===== config.mk =====
export PLATFORM = sky130hd
export DESIGN_NAME = dcache
export DESIGN_NICKNAME = d
export VERILOG_FILES = /design/src/source/mem_pkg.sv /design/src/source/dcache_pkg.sv /design/src/source/dcache.sv /design/src/source/dcache_ctrl.sv /design/src/source/dcache_lines.sv /design/src/source/mshr_table.sv
export VERILOG_INCLUDE_DIRS = /design/src /design/src/include
export SDC_FILE = /design/constraint.sdc
export NUM_CORES = 2
export LEC_CHECK = 0
export BUFFER_PORTS_ARGS = -buffer_cell sky130_fd_sc_hd__buf_2
export CAP_MARGIN = 15
export CORE_MARGIN = 2
export CORE_UTILIZATION = 30
export CTS_CLUSTER_SIZE = 24
export DETAILED_ROUTE_END_ITERATION = 8
export PLACE_DENSITY_LB_ADDON = 0.1
export REMOVE_ABC_BUFFERS = 1
export SYNTH_ARGS = -nofsm -noshare
export SYNTH_HDL_FRONTEND = slang
export SYNTH_SLANG_ARGS = --single-unit
export TNS_END_PERCENT = 20

===== constraint.sdc =====
create_clock -name clock -period 15.9 [get_ports clock]
set_input_delay 0.795 -clock clock [delete_from_list [all_inputs] [get_ports clock]]
set_output_delay 0.795 -clock clock [all_outputs]
set_load 0.05 [all_outputs]

===== src/include/dcache_config.svh =====
`ifndef DCACHE_CONFIG_SVH
`define DCACHE_CONFIG_SVH

// address and data width
`define DC_XLEN 32

// main array geometry
`define DC_N_LINES 16
`define DC_BLOCK_BYTES 8

// miss status holding table depth
`define DC_N_MSHR 4

// memory bus tag width, tag zero means no transaction
`define DC_MEM_TAG_BITS 4

`endif


===== src/source/mem_pkg.sv =====
`default_nettype none

`include "dcache_config.svh"

package mem_pkg;

    typedef enum logic [1:0] {
        bus_none  = 2'd0,
        bus_load  = 2'd1,
        bus_store = 2'd2
    } bus_cmd_t;

    typedef enum logic {
        mem_read  = 1'b0,
        mem_write = 1'b1
    } mem_op_t;

    typedef logic [`DC_XLEN-1:0]           mem_addr_t;
    typedef logic [`DC_MEM_TAG_BITS-1:0]   mem_tag_t;
    typedef logic [8*`DC_BLOCK_BYTES-1:0]  mem_block_t;  // one full line

endpackage

`default_nettype wire


===== src/source/dcache_pkg.sv =====
`default_nettype none

`include "dcache_config.svh"

package dcache_pkg;

    localparam int offset_bits = $clog2(`DC_BLOCK_BYTES);
    localparam int index_bits  = $clog2(`DC_N_LINES);
    localparam int tag_bits    = `DC_XLEN - index_bits - offset_bits;

    typedef enum logic [1:0] {
        size_byte = 2'd0,
        size_half = 2'd1,
        size_word = 2'd2
    } access_size_t;

    typedef enum logic [1:0] {
        st_ready     = 2'd0,
        st_wait_mshr = 2'd1,  // miss seen, not enough free entries
        st_wait      = 2'd2   // read entry allocated, waiting for the fill
    } dc_state_t;

    typedef logic [offset_bits-1:0] block_offset_t;
    typedef logic [index_bits-1:0]  line_index_t;
    typedef logic [tag_bits-1:0]    line_tag_t;

    typedef struct packed {
        logic                valid;
        logic                dirty;
        line_tag_t           tag;
        mem_pkg::mem_block_t block;
    } cache_line_t;

    typedef struct packed {
        logic                valid;
        mem_pkg::mem_op_t    op;
        mem_pkg::mem_addr_t  line_addr;
        mem_pkg::mem_tag_t   tag;        // zero until the bus accepts a load
        mem_pkg::mem_block_t block;
    } mshr_entry_t;

    typedef struct packed {
        logic                valid;
        mem_pkg::mem_addr_t  line_addr;
        mem_pkg::mem_block_t block;
    } fill_t;

    // write a byte, half or word into a block
    function automatic mem_pkg::mem_block_t merge_store(
        input mem_pkg::mem_block_t     block,
        input block_offset_t           offset,
        input access_size_t            size,
        input logic [`DC_XLEN-1:0]     wdata
    );
        mem_pkg::mem_block_t merged;
        merged = block;
        case (size)
            size_byte: merged[8*offset +: 8] = wdata[7:0];
            size_half: merged[8*{offset[offset_bits-1:1], 1'b0} +: 16] = wdata[15:0];
            default:   merged[8*{offset[offset_bits-1:2], 2'b00} +: 32] = wdata[31:0];
        endcase
        return merged;
    endfunction

    // sized field of a block, zero extended
    function automatic logic [`DC_XLEN-1:0] load_field(
        input mem_pkg::mem_block_t block,
        input block_offset_t       offset,
        input access_size_t        size
    );
        logic [`DC_XLEN-1:0] field;
        field = '0;
        case (size)
            size_byte: field[7:0]  = block[8*offset +: 8];
            size_half: field[15:0] = block[8*{offset[offset_bits-1:1], 1'b0} +: 16];
            default:   field[31:0] = block[8*{offset[offset_bits-1:2], 2'b00} +: 32];
        endcase
        return field;
    endfunction

endpackage

`default_nettype wire


===== src/source/dcache.sv =====
`timescale 1ns/1ns
`default_nettype none

`include "dcache_config.svh"

module dcache (
    input  wire logic                     clock,
    input  wire logic                     reset,
    input  wire logic                     req_valid,
    input  wire mem_pkg::mem_op_t         req_op,
    input  wire dcache_pkg::access_size_t req_size,
    input  wire mem_pkg::mem_addr_t       req_addr,
    input  wire logic [`DC_XLEN-1:0]      req_wdata,
    output logic                          stall,
    output logic                          resp_valid,
    output logic [`DC_XLEN-1:0]           resp_data,
    output mem_pkg::bus_cmd_t             mem_command,
    output mem_pkg::mem_addr_t            mem_addr,
    output mem_pkg::mem_block_t           mem_wdata,
    input  wire mem_pkg::mem_tag_t        mem_accept_tag,
    input  wire mem_pkg::mem_block_t      mem_rdata,
    input  wire mem_pkg::mem_tag_t        mem_resp_tag
);
    import mem_pkg::*;
    import dcache_pkg::*;

    logic                        hit, fwd_hit, write_en, fwd_install, alloc_valid, evict_valid;
    mem_block_t                  hit_block, fwd_block, evict_block;
    mem_addr_t                   alloc_addr, evict_addr, wait_addr;
    logic [$clog2(`DC_N_MSHR):0] n_free;
    fill_t                       fill;
    mem_op_t                     wait_op;
    access_size_t                wait_size;
    logic [`DC_XLEN-1:0]         wait_wdata;

    dcache_lines u_lines (
        .clock, .reset, .req_valid,
        .req_op(wait_op), .req_size(wait_size), .req_addr(wait_addr), .req_wdata(wait_wdata),
        .write_en, .fill, .fwd_install, .fwd_block,
        .hit, .hit_block, .evict_valid, .evict_addr, .evict_block
    );

    // only a forwarded request releases its write entry
    mshr_table u_mshr (
        .clock, .reset, .alloc_valid, .alloc_addr, .evict_valid, .evict_addr, .evict_block,
        .req_valid(fwd_install), .req_addr,
        .mem_accept_tag, .mem_rdata, .mem_resp_tag,
        .n_free, .fill, .fwd_hit, .fwd_block, .mem_command, .mem_addr, .mem_wdata
    );

    dcache_ctrl u_ctrl (
        .clock, .reset, .req_valid, .req_op, .req_size, .req_addr, .req_wdata,
        .hit, .hit_block, .fwd_hit, .fwd_block, .n_free, .fill,
        .stall, .resp_valid, .resp_data, .write_en, .fwd_install, .alloc_valid, .alloc_addr,
        .wait_op, .wait_size, .wait_addr, .wait_wdata
    );

endmodule

`default_nettype wire


===== src/source/dcache_ctrl.sv =====
`timescale 1ns/1ns
`default_nettype none

`include "dcache_config.svh"

module dcache_ctrl (
    input  wire logic                     clock,
    input  wire logic                     reset,
    input  wire logic                     req_valid,
    input  wire mem_pkg::mem_op_t         req_op,
    input  wire dcache_pkg::access_size_t req_size,
    input  wire mem_pkg::mem_addr_t       req_addr,
    input  wire logic [`DC_XLEN-1:0]      req_wdata,
    input  wire logic                     hit,
    input  wire mem_pkg::mem_block_t      hit_block,
    input  wire logic                     fwd_hit,
    input  wire mem_pkg::mem_block_t      fwd_block,
    input  wire logic [$clog2(`DC_N_MSHR):0] n_free,
    input  wire dcache_pkg::fill_t        fill,
    output logic                          stall,
    output logic                          resp_valid,
    output logic [`DC_XLEN-1:0]           resp_data,
    output logic                          write_en,
    output logic                          fwd_install,
    output logic                          alloc_valid,
    output mem_pkg::mem_addr_t            alloc_addr,
    output mem_pkg::mem_op_t              wait_op,
    output dcache_pkg::access_size_t      wait_size,
    output mem_pkg::mem_addr_t            wait_addr,
    output logic [`DC_XLEN-1:0]           wait_wdata
);
    import mem_pkg::*;
    import dcache_pkg::*;

    dc_state_t           state, next_state;
    mem_op_t             held_op;
    access_size_t        held_size;
    mem_addr_t           held_addr;
    logic [`DC_XLEN-1:0] held_wdata;

    logic                take, miss, fill_match;
    mem_block_t          resp_block;

    assign stall = (state != st_ready);

    // live request while ready, the stored miss otherwise
    assign wait_op    = (state == st_ready) ? req_op    : held_op;
    assign wait_size  = (state == st_ready) ? req_size  : held_size;
    assign wait_addr  = (state == st_ready) ? req_addr  : held_addr;
    assign wait_wdata = (state == st_ready) ? req_wdata : held_wdata;

    assign take        = (state == st_ready) && req_valid;
    assign write_en    = take && hit && (req_op == mem_write);
    assign fwd_install = take && !hit && fwd_hit;
    assign miss        = take && !hit && !fwd_hit;
    assign fill_match  = (state == st_wait) && fill.valid &&
                         (fill.line_addr[`DC_XLEN-1:offset_bits] == wait_addr[`DC_XLEN-1:offset_bits]);

    always_comb begin
        next_state = state;
        case (state)
            st_ready:     if (miss) next_state = (n_free < 2) ? st_wait_mshr : st_wait;
            st_wait_mshr: if (n_free >= 2) next_state = st_wait;  // room for read and write-back
            st_wait:      if (fill_match) next_state = st_ready;
            default:      next_state = st_ready;
        endcase
    end

    assign alloc_valid = (next_state == st_wait) && (state != st_wait);
    assign alloc_addr  = {wait_addr[`DC_XLEN-1:offset_bits], {offset_bits{1'b0}}};
    assign resp_block  = fill_match ? fill.block : (hit ? hit_block : fwd_block);

    always_ff @(posedge clock) begin
        if (reset) begin
            state      <= st_ready;
            resp_valid <= 1'b0;
        end else begin
            state      <= next_state;
            resp_valid <= (take && (hit || fwd_hit)) || fill_match;
        end
    end

    always_ff @(posedge clock) begin
        if (state == st_ready) begin  // keep a copy, the pipeline may move on
            held_op    <= req_op;
            held_size  <= req_size;
            held_addr  <= req_addr;
            held_wdata <= req_wdata;
        end
        resp_data <= (wait_op == mem_write) ? '0 :
                     load_field(resp_block, wait_addr[offset_bits-1:0], wait_size);
    end

endmodule

`default_nettype wire


===== src/source/dcache_lines.sv =====
`timescale 1ns/1ns
`default_nettype none

`include "dcache_config.svh"

module dcache_lines (
    input  wire logic                  clock,
    input  wire logic                  reset,
    input  wire logic                  req_valid,
    input  wire mem_pkg::mem_op_t      req_op,
    input  wire dcache_pkg::access_size_t req_size,
    input  wire mem_pkg::mem_addr_t    req_addr,
    input  wire logic [`DC_XLEN-1:0]   req_wdata,
    input  wire logic                  write_en,     // store hit
    input  wire dcache_pkg::fill_t     fill,
    input  wire logic                  fwd_install,
    input  wire mem_pkg::mem_block_t   fwd_block,
    output logic                       hit,
    output mem_pkg::mem_block_t        hit_block,
    output logic                       evict_valid,
    output mem_pkg::mem_addr_t         evict_addr,
    output mem_pkg::mem_block_t        evict_block
);
    import mem_pkg::*;
    import dcache_pkg::*;

    cache_line_t   lines_q [`DC_N_LINES];

    line_index_t   req_idx;
    line_tag_t     req_tag;
    block_offset_t req_offset;

    logic          inst_valid;
    line_index_t   inst_idx;
    cache_line_t   inst_line;
    cache_line_t   victim;

    assign req_offset = req_addr[offset_bits-1:0];
    assign req_idx    = req_addr[offset_bits +: index_bits];
    assign req_tag    = req_addr[`DC_XLEN-1 -: tag_bits];

    // lookup
    assign hit       = req_valid && lines_q[req_idx].valid && (lines_q[req_idx].tag == req_tag);
    assign hit_block = lines_q[req_idx].block;

    always_comb begin : install_select
        inst_valid = fill.valid || fwd_install;
        inst_line.valid = 1'b1;
        if (fill.valid) begin
            inst_idx        = fill.line_addr[offset_bits +: index_bits];
            inst_line.tag   = fill.line_addr[`DC_XLEN-1 -: tag_bits];
            inst_line.block = fill.block;
            inst_line.dirty = 1'b0;
        end else begin
            inst_idx        = req_idx;
            inst_line.tag   = req_tag;
            inst_line.block = fwd_block;
            inst_line.dirty = 1'b1;  // the write entry is dropped, so the line owns the data
        end

        // the request behind the install is a store
        if (req_op == mem_write) begin
            inst_line.block = merge_store(inst_line.block, req_offset, req_size, req_wdata);
            inst_line.dirty = 1'b1;
        end

        victim      = lines_q[inst_idx];
        evict_valid = inst_valid && victim.valid && victim.dirty && (victim.tag != inst_line.tag);
        evict_addr  = {victim.tag, inst_idx, {offset_bits{1'b0}}};
        evict_block = victim.block;
    end

    always_ff @(posedge clock) begin
        if (reset) begin
            for (int i = 0; i < `DC_N_LINES; i++) begin
                lines_q[i].valid <= 1'b0;
                lines_q[i].dirty <= 1'b0;
            end
        end else if (inst_valid) begin
            lines_q[inst_idx] <= inst_line;
        end else if (write_en) begin
            lines_q[req_idx].block <= merge_store(lines_q[req_idx].block, req_offset,
                                                  req_size, req_wdata);
            lines_q[req_idx].dirty <= 1'b1;
        end
    end

endmodule

`default_nettype wire


===== src/source/mshr_table.sv =====
`timescale 1ns/1ns
`default_nettype none

`include "dcache_config.svh"

module mshr_table (
    input  wire logic                  clock,
    input  wire logic                  reset,
    input  wire logic                  alloc_valid,
    input  wire mem_pkg::mem_addr_t    alloc_addr,
    input  wire logic                  evict_valid,
    input  wire mem_pkg::mem_addr_t    evict_addr,
    input  wire mem_pkg::mem_block_t   evict_block,
    input  wire logic                  req_valid,    // request taken by forwarding
    input  wire mem_pkg::mem_addr_t    req_addr,
    input  wire mem_pkg::mem_tag_t     mem_accept_tag,
    input  wire mem_pkg::mem_block_t   mem_rdata,
    input  wire mem_pkg::mem_tag_t     mem_resp_tag,
    output logic [$clog2(`DC_N_MSHR):0] n_free,
    output dcache_pkg::fill_t          fill,
    output logic                       fwd_hit,
    output mem_pkg::mem_block_t        fwd_block,
    output mem_pkg::bus_cmd_t          mem_command,
    output mem_pkg::mem_addr_t         mem_addr,
    output mem_pkg::mem_block_t        mem_wdata
);
    import mem_pkg::*;
    import dcache_pkg::*;

    localparam int idx_bits = $clog2(`DC_N_MSHR);

    mshr_entry_t          entries_q [`DC_N_MSHR];
    mshr_entry_t          entries_d [`DC_N_MSHR];

    logic                 issue_any;
    logic [idx_bits-1:0]  issue_idx;
    logic [idx_bits-1:0]  fwd_idx;
    logic [idx_bits-1:0]  resp_idx;
    logic                 evict_left;
    logic                 alloc_left;

    // descending scans so the lowest index wins
    always_comb begin : issue_select
        issue_any = 1'b0;
        issue_idx = '0;
        for (int i = `DC_N_MSHR-1; i >= 0; i--) begin
            if (entries_q[i].valid && entries_q[i].tag == '0 && entries_q[i].op == mem_read) begin
                issue_any = 1'b1;
                issue_idx = idx_bits'(i);
            end
        end
        // write-backs go ahead of reads
        for (int i = `DC_N_MSHR-1; i >= 0; i--) begin
            if (entries_q[i].valid && entries_q[i].tag == '0 && entries_q[i].op == mem_write) begin
                issue_any = 1'b1;
                issue_idx = idx_bits'(i);
            end
        end
    end

    always_comb begin
        mem_command = bus_none;
        if (issue_any) begin
            mem_command = (entries_q[issue_idx].op == mem_write) ? bus_store : bus_load;
        end
    end
    assign mem_addr  = entries_q[issue_idx].line_addr;
    assign mem_wdata = entries_q[issue_idx].block;

    always_comb begin : lookup
        fwd_hit  = 1'b0;
        fwd_idx  = '0;
        resp_idx = '0;
        fill     = '0;
        for (int i = 0; i < `DC_N_MSHR; i++) begin
            if (entries_q[i].valid && entries_q[i].op == mem_write &&
                entries_q[i].line_addr[`DC_XLEN-1:offset_bits] ==
                req_addr[`DC_XLEN-1:offset_bits]) begin
                fwd_hit = 1'b1;
                fwd_idx = idx_bits'(i);
            end
            if (entries_q[i].valid && entries_q[i].op == mem_read &&
                mem_resp_tag != '0 && entries_q[i].tag == mem_resp_tag) begin
                fill.valid     = 1'b1;
                fill.line_addr = entries_q[i].line_addr;
                fill.block     = mem_rdata;
                resp_idx       = idx_bits'(i);
            end
        end
    end
    assign fwd_block = entries_q[fwd_idx].block;

    always_comb begin : next_entries
        entries_d  = entries_q;
        evict_left = evict_valid;
        alloc_left = alloc_valid;

        if (issue_any && mem_accept_tag != '0) begin
            if (entries_q[issue_idx].op == mem_write)
                entries_d[issue_idx].valid = 1'b0;  // store done once accepted
            else
                entries_d[issue_idx].tag = mem_accept_tag;
        end
        if (fill.valid)
            entries_d[resp_idx].valid = 1'b0;
        if (req_valid && fwd_hit)
            entries_d[fwd_idx].valid = 1'b0;

        for (int i = 0; i < `DC_N_MSHR; i++) begin
            if (!entries_d[i].valid && evict_left) begin
                entries_d[i] = '{valid: 1'b1, op: mem_write, line_addr: evict_addr,
                                 tag: '0, block: evict_block};
                evict_left = 1'b0;
            end else if (!entries_d[i].valid && alloc_left) begin
                entries_d[i] = '{valid: 1'b1, op: mem_read, line_addr: alloc_addr,
                                 tag: '0, block: '0};
                alloc_left = 1'b0;
            end
        end
    end

    always_comb begin
        n_free = '0;
        for (int i = 0; i < `DC_N_MSHR; i++) begin
            if (!entries_q[i].valid) n_free = n_free + 1'b1;
        end
    end

    always_ff @(posedge clock) begin
        if (reset) begin
            for (int i = 0; i < `DC_N_MSHR; i++) entries_q[i].valid <= 1'b0;
        end else begin
            entries_q <= entries_d;
        end
    end

endmodule

`default_nettype wire


* Word-level counts from Yosys, hierarchy flattened
Memory sizes are Yosys's and may differ from the RTL's. Cells that the tools add are included.
Cells by class: $mul 0, order comparisons 8, muxes and demuxes 118, bitwise logic cells 7, reduce and logical (&&, ||, !) cells 85, equal/unequal tests 16, shifts and indexed selects 9, div/mod/pow operators 0, add/sub/neg operators 6
Operators by type and width (number):
- 408-bit bitwise mux | 4
- 408-bit two-way mux | 4
- 102-bit two-way mux | 11
- 102-bit demux with 2-bit select | 4
- 64-bit two-way mux | 8
- 102-bit binary-select mux with 2-bit select | 2
- 97-bit two-way mux | 4
- 64-bit bitwise mux | 6
- 64-bit case mux with 2 select lines | 2
- 101-bit two-way mux | 2
- 91-bit two-way mux | 2
- 91-bit OR reduction | 2
- 29-bit == test | 5
- 6-bit negator with 34-bit output | 3
- 90-bit two-way mux | 1
- 68-bit two-way mux | 1
- 32-bit two-way mux | 2
- 16-bit by 34-bit variable shift with 64-bit output, first input constant | 1
- 32-bit by 34-bit variable shift with 64-bit output, first input constant | 1
- 8-bit by 34-bit variable shift with 64-bit output, first input constant | 1
- 16-bit by 34-bit indexed part select with 64-bit output | 1
- 32-bit by 34-bit indexed part select with 64-bit output | 1
- 64-bit by 7-bit indexed part select with 16-bit output | 1
- 64-bit by 7-bit indexed part select with 32-bit output | 1
- 31 further kinds | 179
Storage, ports and cells: word-level logic and storage cells 282, RAM bits 1456, register bits after elaboration 510, bits of input ports 142, latch bits 0, memories kept 1, output and inout port bits 132, bits in read-only memories 0
Memory list:
- u_lines.lines_q | words 16, width 91, rd ports 2, clocked after Yosys merged registers in 0, write ports 16, RTL line dcache_lines.sv:27 | cache_line_t lines_q [`DC_N_LINES];

* Depth between registers and ports, before layout
word-level depth 36, mapped depth 26, mapped depth without buffers 18

* By module
From an unflattened synthesis, not the netlist that was laid out.
Second synthesis, totals: cell total of the unflattened synthesis 9305, area, all modules 106046.7 µm²
By module, submodules not included:
- dcache_lines | times used 1, area an instance 75462.4 µm², sequential area each 43721.9 µm², cells an instance 6065
- mshr_table | times used 1, area an instance 24335.8 µm², sequential area each 12211.7 µm², cells an instance 2424
- dcache_ctrl | times used 1, area an instance 6248.5 µm², sequential area each 2042.0 µm², cells an instance 816

* Worst setup path before layout
Ideal clock, no wire load.
kind in2reg, from input mem_resp_tag[2], to register u_mshr.entries_q[306] (netlist bit) (enable), setup slack 6.411 ns, library setup time 0.575 ns, data arrival time 8.914 ns, data required time 15.325 ns, buffers on the path 5, stages on the path 20, cells stage by stage buf_4 > xor2_1 > nor4_4 > a211oi_2 > buf_6 > a2111o_1 > a22o_1 > buf_2 > buf_4 > mux2i_1 > mux2_2 > a222oi_1 > nand3_1 > xnor2_1 > nand4_1 > nor2_1 > a31oi_4 > nand2_1 > clkbuf_1 > a21oi_1
RTL lines:
- start: declaration | RTL line dcache.sv:22 | input wire mem_pkg::mem_tag_t mem_resp_tag
- end signal: assignment | RTL line mshr_table.sv:133 | entries_q <= entries_d;
- end: declaration | RTL line mshr_table.sv:32 | mshr_entry_t entries_q [`DC_N_MSHR];

==> run_results.csv <==
group,metric,value,unit
logic_synthesis,synthCells,10800,
floorplan,start_util,30.2,%
sta,hold_viol,0,
place,dp_slack,5160,ps
cts,tritoncts,"built",
global_route,grt_pass1_wl,712,mm
place,port_buffers,270,
logic_synthesis,yosysWarningCount,0,
finish,drive_above_1_share,11.9,%
sta,clock.fmax,0.0977,GHz
logic_synthesis,avgSynthCellArea,9.72,um2
critical_path,crit_required,16390,ps
finish,regArea,0.0576,mm2
logic_synthesis,netlist_area,0.105,mm2
global_route,grt_pass1_vias,87300,
critical_path,worstPathArrival,10730,ps
logic_synthesis,synth_cell_types,113,
global_route,grt_max_degree,134,
drt,vias,93400,
power,p_leak,43.8,nW
sta,finalSetupTns,0,ps
global_route,antenna_found_initial,52,
finish,final_core_util,34.3,%
drt,wl_per_cell,33.3,um
power,power.total,25.1,mW
outcome,status,"finished clean",
logic_synthesis,ys_seq_area_share,54.7,%
logic_synthesis,synth_edf_count,1848,
cts,cts_buffers,233,
power,ir_worst_vdd,0.000125,V
sta,period_share,64.4,%
floorplan,die_area,0.356,mm2
cts,cts.clk_slew.worst_paths,70,ps
sta,setup_viol,0,
drt,viasPerCell,5.99,
sta,slew_headroom,9.11,%
finish,instances_no_fill,15600,
cts,ctsHoldBuffers,0,
hold_path,hold_path.class,"in -> reg",
logic_synthesis,synth_async_sr_flop_share,0,%
drt,ant_nets,0,
cts,clk_path_buf_depth,4,
sta,setup_ws,5670,ps
critical_path,crit_type,"reg -> reg",
logic_synthesis,synth_ff_type,"edfxtp_1",
critical_path,crit_path_end_kind,"register",
drt,drt_iter0_markers,12300,
sta,worstMarginPinSlew,1360,ps
floorplan,core_area,0.349,mm2
drt,dr.pass1.iters,9,
finish,finalNetCount,10900,
cts,clk_latency,950,ps
power,power-per-cell-area,210,mW/mm2
logic_synthesis,synth-seq-cells,1954,
global_route,grt_use_total,28.0,%
critical_path,path_max_fanout,63,
cts,cts_max_level,4,
critical_path,critical_path.startpoint_type,"register",
finish,syn_to_final_growth,13.7,%
drt,drt_wl_total,519,mm
cts,root_buffer,"clkbuf_16",
sta,rsz0062_at_grt,"false",
finish,n_fill_cell,35000,
sta,min_period,10230,ps
cts,cts_setup_buffers,0,
place,gp_congestion,0.959,
floorplan,die-width,597,um
place,dp_cells,15100,
sta,finalClockSkew,91.0,ps
global_route,grt_overflow,0,
sta,drv_slew,0,
drt,route.detailed.drc,0,
place,hpwl,328,mm
cts,numClockSinks,1954,
finish,multiInputGateArea,0.0443,mm2
floorplan,ios,274,
floorplan,die_y,597,um
floorplan,rows,217,
cts,ctsResizeCount,0,
job,maxCapViolations,0,
[routing by layer]
metal  track usage (%)  vias up  wire, um
li1                  -    39600         -
met1              38.6    47300    219000
met2              42.9     5437    228000
met3              5.54      999     47500
met4              11.7       36     24400
met5                 0        -       218
[power breakdown]
group / total (mW) / leakage [nW] / internal (mW) / switching (mW)
registers: 6.74 / 18.2 / 6.56 / 0.174
clock network: 5.47 / 3.71 / 3.15 / 2.32
logic: 12.9 / 21.9 / 3.29 / 9.60
[worst max-delay path, cell delays in order (launching register included)]
cell	delay [ps]
edfxtp_1	440
xnor2_1	160
nand3_1	320
nor2_8	60
buf_4	330
nor3_4	880
buf_4	670
o31a_4	750
buf_4	620
mux2_2	400
a222oi_1	320
nand3_1	520
xnor2_1	310
nand4_1	190
nor2_1	140
a31oi_4	250
buf_4	690
nand2_1	250
a21oi_1	500
and3_4	920
buf_4	810
[cell usage after synthesis, types with 22 or more instances]
library cell	n	area, um2
nand2_1	2978	11200
edfxtp_1	1848	55500
nand3_1	1091	5460
clkbuf_1	651	2440
nor2_1	424	1590
and3_1	422	2640
a21oi_1	403	2020
mux2i_1	341	3410
a311oi_1	295	2580
o21ai_0	225	1130
a31oi_1	207	1290
o22ai_1	155	970
buf_1	120	450
dfxtp_1	106	2120
nor3_1	100	500
xnor2_1	99	867
a211oi_1	94	706
xor2_1	93	815
nor2b_1	87	544
and2_1	85	532
buf_2	78	390
mux2_2	72	811
a221oi_1	71	622
a31o_2	67	587
nand4_1	56	350
inv_1	52	195
a32oi_1	38	333
buf_4	34	255
nor4_1	33	206
o21a_1	32	240
a22oi_1	28	210
buf_6	28	315
or3_1	27	169
o21ai_1	23	115
a21o_1	22	165
mux4_2	22	495
[final cells by class]
| class | instances | share of cell area, % |
|---|---|---|
| Sequential cell | 1954 | 48.1 |
| Multi-Input combinational cell | 7903 | 36.9 |
| Timing Repair Buffer | 625 | 3.56 |
| Inverter | 66 | 0.232 |
| Tap cell | 4599 | 4.80 |
| Clock buffer | 289 | 5.21 |
| Clock inverter | 141 | 1.12 |
| Antenna cell | 14 | 0.0293 |
[kinds of logic (layout without fill, tap and decap cells)]
group	count (synthesis)	count (layout)	synth area share, %
AOI/OAI and AO/OA	1875	1875	12.3
xor gates and xnor gates	192	192	1.60
adders and majority gates	14	14	0.165
buffers and inverters	982	1121	3.96
DFF	1954	1954	54.7
muxes	442	442	4.57
other	1	17	0.00356
and+or+nand+nor	5377	5377	22.7
[placed cells by master, fill, tap and decap left out, drive strengths merged, types with 75 or more instances in the layout]
cell    instances
nand2        2978
o21ai         248
nor2b          87
nor2          434
clkbuf        290
mux2i         345
and2           85
mux2           75
dfxtp         106
a211oi         95
o22ai         158
nand3        1093
buf           624
xor2           93
nor3          105
a21oi         403
a311oi        295
clkinv        100
edfxtp       1848
and3          422
a31oi         209
xnor2          99
[metrics by stage]
stage / hold slack (ps) / instance area [um2]
final: 199 / 120000
after detailed placement: 473 / 112000
after global placement: 474 / 112000
after global routing: 165 / 120000
after floorplan: 436 / 101000
after CTS: 112 / 120000
[path summary, 6_finish.rpt]
check                                                   startpoint                               to  slack [ps]  cells past startpoint
worst max-delay path            u_mshr.entries_q[64]$_SDFFCE_PP0N_  u_mshr.entries_q[237]$_DFFE_PP_        5670                     20
worst min-delay path                                 req_wdata[30]    u_ctrl.held_wdata[30]$_DFF_P_         200                      3
worst min register to register       u_ctrl.held_wdata[16]$_DFF_P_    u_ctrl.held_wdata[16]$_DFF_P_         490                      2
worst max register to register  u_mshr.entries_q[64]$_SDFFCE_PP0N_  u_mshr.entries_q[237]$_DFFE_PP_        5670                     20
[state kept, by name, indices dropped and copies added, names as in the netlist, 2 cells and up]
register / count
u_ctrl.held_addr: 32
u_ctrl.held_size: 2
u_mshr.entries_q: 396
u_ctrl.resp_data: 32
u_lines.lines_q: 1456
u_ctrl.state: 2
u_ctrl.held_wdata: 32
No activity file was read; power rests on OpenSTA's default activity.
